$ cat src/common/shared_access_settings.svh
`ifndef SHARED_ACCESS_SETTINGS_SVH
`define SHARED_ACCESS_SETTINGS_SVH

// ******************************
// Peer side
// ******************************

// Number of peer request channels sharing the memory
`define SA_NUM_PEERS 4

// ******************************
// Memory side
// ******************************

// Word address width on the shared channel and on APB
`define SA_ADDR_W 8

// Data width of one memory word
`define SA_DATA_W 32

// Implemented words, addresses at or above this are out of range
`define SA_MEM_DEPTH 64

// Extra access cycles before pready goes high
`define SA_WAIT_STATES 2

`endif

$ cat src/common/shared_access_pkg.sv
`include "shared_access_settings.svh"

package shared_access_pkg;

	// ******************************
	// Shared channel payloads
	// ******************************

	// One access as presented by a peer
	typedef struct packed
	{
		logic write;
		logic [`SA_ADDR_W-1:0] addr;
		logic [`SA_DATA_W-1:0] wdata;
	} sa_req_t;

	// Result handed back to the peer
	// rdata is zero for writes and for errors
	typedef struct packed
	{
		logic [`SA_DATA_W-1:0] rdata;
		logic error;
	} sa_rsp_t;

	// ******************************
	// APB bundles
	// ******************************

	// Master to slave
	typedef struct packed
	{
		logic psel;
		logic penable;
		logic pwrite;
		logic [`SA_ADDR_W-1:0] paddr;
		logic [`SA_DATA_W-1:0] pwdata;
	} sa_apb_m2s_t;

	// Slave to master
	typedef struct packed
	{
		logic [`SA_DATA_W-1:0] prdata;
		logic pready;
		logic pslverr;
	} sa_apb_s2m_t;

endpackage

$ cat src/arbiter/rr_channel_arbiter.sv
`timescale 1ns/1ps

module rr_channel_arbiter
#(
	parameter type REQ_T = logic [7:0],
	parameter type RSP_T = logic [7:0],
	parameter int NUM = 2
)
(
	input logic rvx_port_03,
	input logic rvx_port_02,

	// Peer side
	input logic [NUM-1:0] req,
	input logic [NUM-1:0] lock,
	input REQ_T req_data [NUM],
	output logic [NUM-1:0] rsp_valid,
	output RSP_T rsp_data [NUM],
	output logic [NUM-1:0] owner,

	// Shared channel side
	output logic ch_valid,
	output REQ_T ch_req,
	input logic ch_ack,
	input RSP_T ch_rsp
);

	typedef enum logic [1:0]
	{
		ARB_IDLE,
		ARB_ARM,
		ARB_ISSUE,
		ARB_RESP
	} arb_state_t;

	arb_state_t state;

	// Owner status derived from the one-hot pointer
	logic owner_req;
	logic other_req;
	logic owner_lock;
	logic rotate;
	logic launch;
	logic ch_done;
	logic [NUM-1:0] owner_next;
	REQ_T owner_data;

	assign owner_req = |(owner & req);
	assign other_req = |(~owner & req);
	assign owner_lock = |(owner & lock);

	// Move on only when the owner is idle and somebody else waits
	assign rotate = (state == ARB_IDLE) && !owner_req && other_req;

	// Request goes out of ARM while the owner still holds it
	assign launch = (state == ARB_ARM) && owner_req;
	assign ch_done = ch_valid && ch_ack;

	// Rotate toward higher index, top wraps to peer 0
	assign owner_next = {owner[NUM-2:0], owner[NUM-1]};

	// ******************************
	// Channel state machine
	// ******************************

	always_ff @(posedge rvx_port_03, negedge rvx_port_02)
	begin
		if (!rvx_port_02)
			state <= ARB_IDLE;
		else
		begin
			case (state)
				ARB_IDLE:
					if (owner_req)
						state <= ARB_ARM;
				ARB_ARM:
					if (owner_req)
						state <= ARB_ISSUE;
				ARB_ISSUE:
					if (ch_done)
						state <= ARB_RESP;
				ARB_RESP:
					// Locked owner goes straight back for its next access
					if (owner_lock)
						state <= ARB_ARM;
					else
						state <= ARB_IDLE;
				default:
					state <= ARB_IDLE;
			endcase
		end
	end

	// Owner pointer, peer 0 first after reset
	always_ff @(posedge rvx_port_03, negedge rvx_port_02)
	begin
		if (!rvx_port_02)
			owner <= NUM'(1);
		else if (rotate)
			owner <= owner_next;
	end

	// ******************************
	// Request mux and channel
	// ******************************

	// One-hot select of the owner's request
	always_comb
	begin
		owner_data = req_data[0];
		for (int k = 1; k < NUM; k++)
			if (owner[k])
				owner_data = req_data[k];
	end

	// Valid held until the bridge acknowledges
	always_ff @(posedge rvx_port_03, negedge rvx_port_02)
	begin
		if (!rvx_port_02)
			ch_valid <= 1'b0;
		else if (ch_done)
			ch_valid <= 1'b0;
		else if (launch)
			ch_valid <= 1'b1;
	end

	// Captured with valid, then frozen for the whole transfer
	always_ff @(posedge rvx_port_03)
	begin
		if (launch)
			ch_req <= owner_data;
	end

	// ******************************
	// Per-peer response registers
	// ******************************

	// Only the owner's slot takes the returned response
	always_ff @(posedge rvx_port_03, negedge rvx_port_02)
	begin
		if (!rvx_port_02)
		begin
			for (int k = 0; k < NUM; k++)
				rsp_data[k] <= '0;
		end
		else if (ch_done)
		begin
			for (int k = 0; k < NUM; k++)
				if (owner[k])
					rsp_data[k] <= ch_rsp;
		end
	end

	// One-cycle pulse on the owner's line
	assign rsp_valid = (state == ARB_RESP) ? owner : '0;

	// Pointer never loses or duplicates its token
	a_owner_onehot: assert property (@(posedge rvx_port_03) disable iff (!rvx_port_02)
		$onehot(owner));

	// Bridge sees a stable request until it acknowledges
	a_req_stable: assert property (@(posedge rvx_port_03) disable iff (!rvx_port_02)
		ch_valid && !ch_ack |=> ch_valid && $stable(ch_req));

endmodule

$ cat src/verilog/apb_master_bridge.sv
`timescale 1ns/1ps

module apb_master_bridge
	import shared_access_pkg::*;
(
	input logic rvx_port_03,
	input logic rvx_port_02,

	// Request/acknowledge channel from the arbiter
	input logic ch_valid,
	input sa_req_t ch_req,
	output logic ch_ack,
	output sa_rsp_t ch_rsp,

	// APB master port
	output sa_apb_m2s_t apb_out,
	input sa_apb_s2m_t apb_in
);

	typedef enum logic [1:0]
	{
		BR_IDLE,
		BR_SETUP,
		BR_ACCESS
	} br_state_t;

	br_state_t state;
	sa_req_t xfer;
	logic start;
	logic done;

	// ch_valid is still high during the ack cycle
	// so a pending ack blocks a second start
	assign start = (state == BR_IDLE) && ch_valid && !ch_ack;

	// Completing APB cycle
	assign done = (state == BR_ACCESS) && apb_in.pready;

	// ******************************
	// APB phase sequencing
	// ******************************

	always_ff @(posedge rvx_port_03, negedge rvx_port_02)
	begin
		if (!rvx_port_02)
			state <= BR_IDLE;
		else
		begin
			case (state)
				BR_IDLE:
					if (start)
						state <= BR_SETUP;
				BR_SETUP:
					state <= BR_ACCESS;
				BR_ACCESS:
					// Wait states hold us here
					if (done)
						state <= BR_IDLE;
				default:
					state <= BR_IDLE;
			endcase
		end
	end

	// Ack one cycle after the completing cycle
	always_ff @(posedge rvx_port_03, negedge rvx_port_02)
	begin
		if (!rvx_port_02)
			ch_ack <= 1'b0;
		else
			ch_ack <= done;
	end

	// Request copy for the transfer and the returned response
	always_ff @(posedge rvx_port_03)
	begin
		if (start)
			xfer <= ch_req;
		if (done)
		begin
			ch_rsp.rdata <= apb_in.prdata;
			ch_rsp.error <= apb_in.pslverr;
		end
	end

	// Bus outputs straight from state and latched request
	always_comb
	begin
		apb_out.psel = (state != BR_IDLE);
		apb_out.penable = (state == BR_ACCESS);
		apb_out.pwrite = xfer.write;
		apb_out.paddr = xfer.addr;
		apb_out.pwdata = xfer.wdata;
	end

	// Access phase only inside a selected transfer that the arbiter still holds
	a_penable_with_psel: assert property (@(posedge rvx_port_03) disable iff (!rvx_port_02)
		apb_out.penable |-> apb_out.psel && ch_valid);

endmodule

$ cat src/verilog/apb_scratch_memory.sv
`timescale 1ns/1ps
`include "shared_access_settings.svh"

module apb_scratch_memory
	import shared_access_pkg::*;
(
	input logic rvx_port_03,
	input logic rvx_port_02,
	input sa_apb_m2s_t apb_in,
	output sa_apb_s2m_t apb_out
);

	localparam int IDX_W = $clog2(`SA_MEM_DEPTH);
	localparam int CNT_W = $clog2(`SA_WAIT_STATES + 2);
	localparam logic [CNT_W-1:0] WAIT_LAST = CNT_W'(`SA_WAIT_STATES);
	localparam logic [`SA_ADDR_W:0] DEPTH_LIM = (`SA_ADDR_W + 1)'(`SA_MEM_DEPTH);

	logic [`SA_DATA_W-1:0] mem [`SA_MEM_DEPTH];
	logic [CNT_W-1:0] wait_cnt;
	logic [IDX_W-1:0] idx;
	logic access;
	logic in_range;
	logic ready;

	// Access phase of a transfer
	assign access = apb_in.psel && apb_in.penable;

	// Upper bound check, extra bit keeps a full-range depth legal
	assign in_range = ({1'b0, apb_in.paddr} < DEPTH_LIM);
	assign idx = apb_in.paddr[IDX_W-1:0];

	// Ready once the wait states have been spent
	assign ready = access && (wait_cnt == WAIT_LAST);

	// ******************************
	// Wait-state counter
	// ******************************

	// Counts access cycles, restarts for each transfer
	always_ff @(posedge rvx_port_03, negedge rvx_port_02)
	begin
		if (!rvx_port_02)
			wait_cnt <= '0;
		else if (!access || ready)
			wait_cnt <= '0;
		else
			wait_cnt <= wait_cnt + 1'b1;
	end

	// ******************************
	// Storage
	// ******************************

	// Writes land in the completing cycle, out of range is dropped
	always_ff @(posedge rvx_port_03, negedge rvx_port_02)
	begin
		if (!rvx_port_02)
		begin
			for (int k = 0; k < `SA_MEM_DEPTH; k++)
				mem[k] <= '0;
		end
		else if (ready && apb_in.pwrite && in_range)
			mem[idx] <= apb_in.pwdata;
	end

	// Response valid only alongside pready
	always_comb
	begin
		apb_out.pready = ready;
		apb_out.pslverr = ready && !in_range;
		if (ready && in_range && !apb_in.pwrite)
			apb_out.prdata = mem[idx];
		else
			apb_out.prdata = '0;
	end

	// Setup is always followed by access to the same address
	a_setup_then_access: assert property (@(posedge rvx_port_03) disable iff (!rvx_port_02)
		apb_in.psel && !apb_in.penable |=> access && $stable(apb_in.paddr));

endmodule

$ cat src/verilog/shared_access_top.sv
`timescale 1ns/1ps
`include "shared_access_settings.svh"

module shared_access_top
	import shared_access_pkg::*;
(
	input logic rvx_port_03,
	input logic rvx_port_02,

	// Peer channels
	input logic [`SA_NUM_PEERS-1:0] req,
	input logic [`SA_NUM_PEERS-1:0] lock,
	input sa_req_t req_data [`SA_NUM_PEERS],
	output logic [`SA_NUM_PEERS-1:0] rsp_valid,
	output sa_rsp_t rsp_data [`SA_NUM_PEERS],
	output logic [`SA_NUM_PEERS-1:0] owner
);

	// Arbiter to bridge
	logic ch_valid;
	sa_req_t ch_req;
	logic ch_ack;
	sa_rsp_t ch_rsp;

	// APB between bridge and memory
	sa_apb_m2s_t apb_m2s;
	sa_apb_s2m_t apb_s2m;

	rr_channel_arbiter
	#(
		.REQ_T(sa_req_t),
		.RSP_T(sa_rsp_t),
		.NUM(`SA_NUM_PEERS)
	)
	i_arbiter
	(
		.rvx_port_03(rvx_port_03),
		.rvx_port_02(rvx_port_02),
		.req(req),
		.lock(lock),
		.req_data(req_data),
		.rsp_valid(rsp_valid),
		.rsp_data(rsp_data),
		.owner(owner),
		.ch_valid(ch_valid),
		.ch_req(ch_req),
		.ch_ack(ch_ack),
		.ch_rsp(ch_rsp)
	);

	apb_master_bridge i_bridge
	(
		.rvx_port_03(rvx_port_03),
		.rvx_port_02(rvx_port_02),
		.ch_valid(ch_valid),
		.ch_req(ch_req),
		.ch_ack(ch_ack),
		.ch_rsp(ch_rsp),
		.apb_out(apb_m2s),
		.apb_in(apb_s2m)
	);

	apb_scratch_memory i_memory
	(
		.rvx_port_03(rvx_port_03),
		.rvx_port_02(rvx_port_02),
		.apb_in(apb_m2s),
		.apb_out(apb_s2m)
	);

endmodule

$ cat config.mk
export PLATFORM = sky130hd
export DESIGN_NAME = shared_access_top
export DESIGN_NICKNAME = d
export VERILOG_FILES = /design/src/common/shared_access_pkg.sv /design/src/arbiter/rr_channel_arbiter.sv /design/src/verilog/apb_master_bridge.sv /design/src/verilog/apb_scratch_memory.sv /design/src/verilog/shared_access_top.sv
export VERILOG_INCLUDE_DIRS = /design/src /design/src/common
export SDC_FILE = /design/constraint.sdc
export NUM_CORES = 2
export LEC_CHECK = 0
export ABC_AREA = 1
export BUFFER_PORTS_ARGS = -buffer_cell sky130_fd_sc_hd__buf_2
export CAP_MARGIN = 20
export CORE_AREA = 2 2 525 527
export DETAILED_ROUTE_END_ITERATION = 7
export DIE_AREA = 0 0 527 529
export PLACE_DENSITY = 0.57
export SYNTH_ARGS = -nofsm -noshare
export SYNTH_HDL_FRONTEND = slang
export SYNTH_SLANG_ARGS = --single-unit
$ cat constraint.sdc
create_clock -name rvx_port_03 -period 6.95 [get_ports rvx_port_03]
set_input_delay 1.0425 -clock rvx_port_03 [delete_from_list [all_inputs] [get_ports rvx_port_03]]
set_output_delay 1.0425 -clock rvx_port_03 [all_outputs]
set_load 0.005 [all_outputs]
==> flow_summary.html <==
<table>
<tr><th>Metric</th><th>Value</th></tr>
<tr><th colspan="2">Route</th></tr>
<tr><td>Average wire per standard cell</td><td>19.5 um</td></tr>
<tr><td>Remaining antenna violation count</td><td>0</td></tr>
<tr><td>Post-Route WL</td><td>around 340000 um</td></tr>
<tr><td>TritonRoute pass-1 iters</td><td>6</td></tr>
<tr><td>DR vias</td><td>a little under 90000</td></tr>
<tr><td>Remaining design rule violation count</td><td>0</td></tr>
<tr><td>Violation count after the first detailed-route iteration</td><td>8086</td></tr>
<tr><td>Via density per instance</td><td>5.03</td></tr>
<tr><th colspan="2">Logic synthesis</th></tr>
<tr><td>Area of the mapped netlist</td><td>between 100000 and 150000 um^2</td></tr>
<tr><td>Most used flip-flop cell after synthesis</td><td>sky130_fd_sc_hd__dfrtp_1</td></tr>
<tr><td>Syn avg cell area</td><td>7.88 um^2</td></tr>
<tr><td>Number of enable flip-flop cells after synthesis</td><td>115</td></tr>
<tr><td>Part of the Yosys area used for sequential elements</td><td>53.6%</td></tr>
<tr><td>Number of flip-flops and latches in the synthesized netlist</td><td>about 2300</td></tr>
<tr><td>Syn. warnings</td><td>0</td></tr>
<tr><td>Asr flop ratio synth</td><td>roughly 95%</td></tr>
<tr><td>Post-synthesis instance total</td><td>13800</td></tr>
<tr><td>Netlist cell types</td><td>33</td></tr>
<tr><td>Number of nets produced by synthesis</td><td>14000</td></tr>
<tr><th colspan="2">Setup path</th></tr>
<tr><td>Arrival time of data at the critical path endpoint</td><td>4.57 ns</td></tr>
<tr><td>Startpoint of the lowest-slack register-to-register path</td><td>i_bridge.apb_out[32]</td></tr>
<tr><td>Worst reg2reg path endpoint</td><td>i_bridge.ch_rsp[14]</td></tr>
<tr><td>Most repeated library cell on the critical path</td><td>sky130_fd_sc_hd__nand2_1</td></tr>
<tr><td>Worst-case register-to-register setup slack</td><td>roughly 3 ns</td></tr>
<tr><td>Endpoint kind of the worst setup timing path</td><td>flip-flop</td></tr>
<tr><td>Highest cell delay on the worst timing path</td><td>0.85 ns</td></tr>
<tr><td>Crit Path Max Fanout</td><td>165</td></tr>
<tr><td>Number of cells on the worst reg-to-reg path</td><td>9</td></tr>
<tr><td>Critical path, cell by cell</td><td>buf_12, buf_4, nand2_1, nand3_1, nand2_1, o21ai_0, nand2_1, nor2_1, a21oi_1</td></tr>
<tr><td>Start-to-end type of the worst setup path</td><td>flip-flop to flip-flop</td></tr>
<tr><td>Slowest stage cell, crit path</td><td>sky130_fd_sc_hd__buf_4</td></tr>
<tr><td>Startpoint type of the worst setup path</td><td>flip-flop</td></tr>
<tr><td>Req. time, crit path</td><td>around 7.5 ns</td></tr>
<tr><th colspan="2">Cells and area</th></tr>
<tr><td>Area delta synth-&gt;final</td><td>10.6%</td></tr>
<tr><td>Most common cell after layout, fill and taps aside</td><td>sky130_fd_sc_hd__nand2_1</td></tr>
<tr><td>Layout cells sized above 1</td><td>a little under 9%</td></tr>
<tr><td>Nets@finish</td><td>13700</td></tr>
<tr><td>Highest-count cells in the layout ignoring fill and taps</td><td>4592 x sky130_fd_sc_hd__nand2_1, 2190 x sky130_fd_sc_hd__dfrtp_1, 2098 x sky130_fd_sc_hd__o21ai_0, 1656 x sky130_fd_sc_hd__inv_1, 907 x sky130_fd_sc_hd__nand3_1</td></tr>
<tr><td>Non-filler instance count after layout</td><td>17300</td></tr>
<tr><td>Final standard cell utilization of the core</td><td>44.0%</td></tr>
<tr><th colspan="2">CTS</th></tr>
<tr><td>Root buffer cell</td><td>sky130_fd_sc_hd__clkbuf_16</td></tr>
<tr><td>Number of instances resized during post-cts repair</td><td>0</td></tr>
<tr><td>Clock sink count</td><td>2307</td></tr>
<tr><td>Maximum buffer depth of the clock tree</td><td>4</td></tr>
<tr><td>Inserted Clock Buffers</td><td>approximately 270</td></tr>
<tr><td>Post CTS Setup Buffer Count</td><td>0</td></tr>
<tr><td>H-tree depth</td><td>5</td></tr>
<tr><td>Clock insertion delay at the later pin of the skew report</td><td>0.87 ns</td></tr>
<tr><td>CTS clock-pin slew for the worst setup and hold paths</td><td>0.06 ns</td></tr>
<tr><td>CTS tree</td><td>built</td></tr>
<tr><td>Total of hold buffers inserted after clock tree synthesis</td><td>0</td></tr>
<tr><th colspan="2">Power and ir drop</th></tr>
<tr><td>Power density over cell area</td><td>343 nW/um^2</td></tr>
<tr><td>Worst IR Drop VDD</td><td>~0.24 mV</td></tr>
<tr><td>Static leakage</td><td>0.0587 uW</td></tr>
<tr><td>Tot Pwr</td><td>approximately 41000 uW</td></tr>
<tr><th colspan="2">GRT</th></tr>
<tr><td>Number of global-route vias before repair</td><td>roughly 82000</td></tr>
<tr><td>Number of antenna violations at the first check in global routing</td><td>16</td></tr>
<tr><td>Remaining Overflow, GRT</td><td>0</td></tr>
<tr><td>Global-route total usage across every layer</td><td>24.2%</td></tr>
<tr><td>Maximum number of pins on one net before global-route repair</td><td>166</td></tr>
<tr><td>Global-route wire length before repair</td><td>522000 um</td></tr>
<tr><th colspan="2">Die</th></tr>
<tr><td>I/O pin total</td><td>314</td></tr>
<tr><td>Die area</td><td>279000 um^2</td></tr>
<tr><td>Number of rows in the core area</td><td>approximately 190</td></tr>
<tr><td>Horiz. Die Dim</td><td>between 500 and 600 um</td></tr>
<tr><td>Effective utilization at floorplan</td><td>between 30 and 40%</td></tr>
<tr><td>Core ar.</td><td>about 270000 um^2</td></tr>
<tr><td>Vertical extent of the die</td><td>529 um</td></tr>
<tr><th colspan="2">STA</th></tr>
<tr><td>Largest clock skew in the final design</td><td>0.0602 ns</td></tr>
<tr><td>Fin Hold WS</td><td>0.164 ns</td></tr>
<tr><td>Max-slew violation count</td><td>0</td></tr>
<tr><td>Highest attainable clock frequency</td><td>0.249 GHz</td></tr>
<tr><td>Final Hold Violating Endpoints</td><td>0</td></tr>
<tr><td>Post-route setup TNS</td><td>0 ns</td></tr>
<tr><td>Final critical-path share of the clock period</td><td>57.7%</td></tr>
<tr><td>Shortest clock period the worst path allows after layout</td><td>about 4 ns</td></tr>
<tr><td>Transition time at the pin with the least slew margin</td><td>between 1 and 1.5 ns</td></tr>
<tr><td>RSZ-0062 raised after global routing</td><td>false</td></tr>
<tr><td>Final setup violating endpoints</td><td>0</td></tr>
<tr><td>Worst slew margin</td><td>between 20% and 30%</td></tr>
<tr><th colspan="2">Run status</th></tr>
<tr><td>Status</td><td>finished clean</td></tr>
<tr><th colspan="2">Place</th></tr>
<tr><td>Detailed Place HPWL</td><td>192000 um</td></tr>
<tr><td>Placer congestion estimate</td><td>0.820</td></tr>
<tr><td>Cells after DPL</td><td>16800</td></tr>
<tr><td>PortBufs</td><td>313</td></tr>
<tr><th colspan="2">Worst hold path</th></tr>
<tr><td>Type of the worst min-delay path</td><td>primary input to asynchronous set/reset pin</td></tr>
<tr><th colspan="2">Job</th></tr>
<tr><td>Number of maximum-capacitance violations</td><td>0</td></tr>
</table>
[sequential cells by signal, summed over array words and instances (netlist names)]
signal	flops
i_bridge.ch_rsp	33
i_arbiter.ch_valid	1
i_arbiter.state	2
i_bridge.state	2
i_memory.wait_cnt	2
i_arbiter.rsp_data	132
i_arbiter.owner	4
i_memory.mem	2048
i_arbiter.ch_req	41
i_bridge.apb_out	41
i_bridge.ch_ack	1
[power by group]
| group | total (uW) | switching (uW) | internal [uW] |
|---|---|---|---|
| combinational | 12300 | 9330 | 3020 |
| clock | 14300 | 5830 | 8510 |
| sequential | 14600 | 367 | 14200 |
| total | 41200 | 15500 | 25700 |
[how the worst max path moves through the flow]
stage / end / cells after the start / start
floorplan: i_bridge.apb_out[0] / 1 / i_bridge.state[1]
global placement: i_bridge.ch_rsp[15] / 9 / i_bridge.apb_out[32]
detailed placement: i_bridge.ch_rsp[14] / 9 / i_bridge.apb_out[32]
CTS: i_bridge.ch_rsp[14] / 9 / i_bridge.apb_out[32]
global route: i_bridge.ch_rsp[14] / 9 / i_bridge.apb_out[32]
finish: i_bridge.ch_rsp[14] / 9 / i_bridge.apb_out[32]
[synthesized netlist by cell type (2+ instances only)]
cell | number | area [um^2]
sky130_fd_sc_hd__inv_1 | 1658 | 6220
sky130_fd_sc_hd__clkbuf_1 | 512 | 1920
sky130_fd_sc_hd__o21ai_0 | 2099 | 10500
sky130_fd_sc_hd__nor2_4 | 3 | 33.8
sky130_fd_sc_hd__o22ai_1 | 4 | 25.0
sky130_fd_sc_hd__clkbuf_2 | 55 | 275
sky130_fd_sc_hd__o211ai_1 | 64 | 480
sky130_fd_sc_hd__nor3_1 | 8 | 40.0
sky130_fd_sc_hd__inv_2 | 13 | 48.8
sky130_fd_sc_hd__buf_2 | 261 | 1310
sky130_fd_sc_hd__dfrtp_1 | 2191 | 54800
sky130_fd_sc_hd__ha_1 | 6 | 75.1
sky130_fd_sc_hd__a21oi_1 | 35 | 175
sky130_fd_sc_hd__or2_2 | 224 | 1400
sky130_fd_sc_hd__buf_4 | 5 | 37.5
sky130_fd_sc_hd__nand3_1 | 907 | 4540
sky130_fd_sc_hd__nand2_4 | 64 | 721
sky130_fd_sc_hd__nor2_1 | 269 | 1010
sky130_fd_sc_hd__nand2_1 | 4596 | 17300
sky130_fd_sc_hd__nor4_1 | 2 | 12.5
sky130_fd_sc_hd__clkinv_1 | 33 | 124
sky130_fd_sc_hd__edfxtp_1 | 115 | 3450
sky130_fd_sc_hd__o21ai_1 | 489 | 2450
sky130_fd_sc_hd__buf_6 | 107 | 1200
sky130_fd_sc_hd__buf_1 | 57 | 214
sky130_fd_sc_hd__nor2_8 | 13 | 260
[critical path, delay by kind of cell (launching register included)]
kind / cells / cell delay (ns)
AND/OR/NAND/NOR: 5 / 0.78
flip-flops: 1 / 0.64
AO/OA/AOI/OAI: 2 / 0.59
buffers and inverters: 2 / 1.43
[metrics by stage]
step                      worst slack, ns  instance area, um^2
after floorplan                      1.96               109000
after global placement               2.58               111000
after detailed placement             3.09               111000
after CTS                            3.04               120000
after global routing                 2.83               120000
final                                2.94               120000
[area by class of cell]
cell class | count | area [um^2]
repair buffers | 450 | 2950
clock buffers | 409 | 8070
fillers | 27700 | 153000
clock inverters | 64 | 787
multi-input cells | 8789 | 39200
diodes | 6 | 15.0
flip-flops and latches | 2307 | 58300
well taps | 3589 | 4490
inverters | 1704 | 6410
[kinds of logic (layout without fill, tap and decap cells)]
| logic type | Yosys count | in the layout | synth area share (%) |
|---|---|---|---|
| AND/OR/NAND/NOR | 6091 | 6091 | 23.3 |
| other | 0 | 6 | 0 |
| buffers and inverters | 2701 | 2627 | 10.4 |
| flip-flops | 2307 | 2307 | 53.6 |
| adder cells (fa/ha/maj) | 6 | 6 | 0.0691 |
| AO/OA/AOI/OAI | 2692 | 2692 | 12.6 |
[routing by layer]
metal  global-route usage (%)  wire (um)  vias to the layer above
met1                     35.9     162000                    41700
li1                         -          -                    42400
met4                     5.34       6740                        4
met2                     37.4     147000                     2463
met5                        0         27                        -
met3                     3.53      22100                      413
No activity file was read; power rests on OpenSTA's default activity.
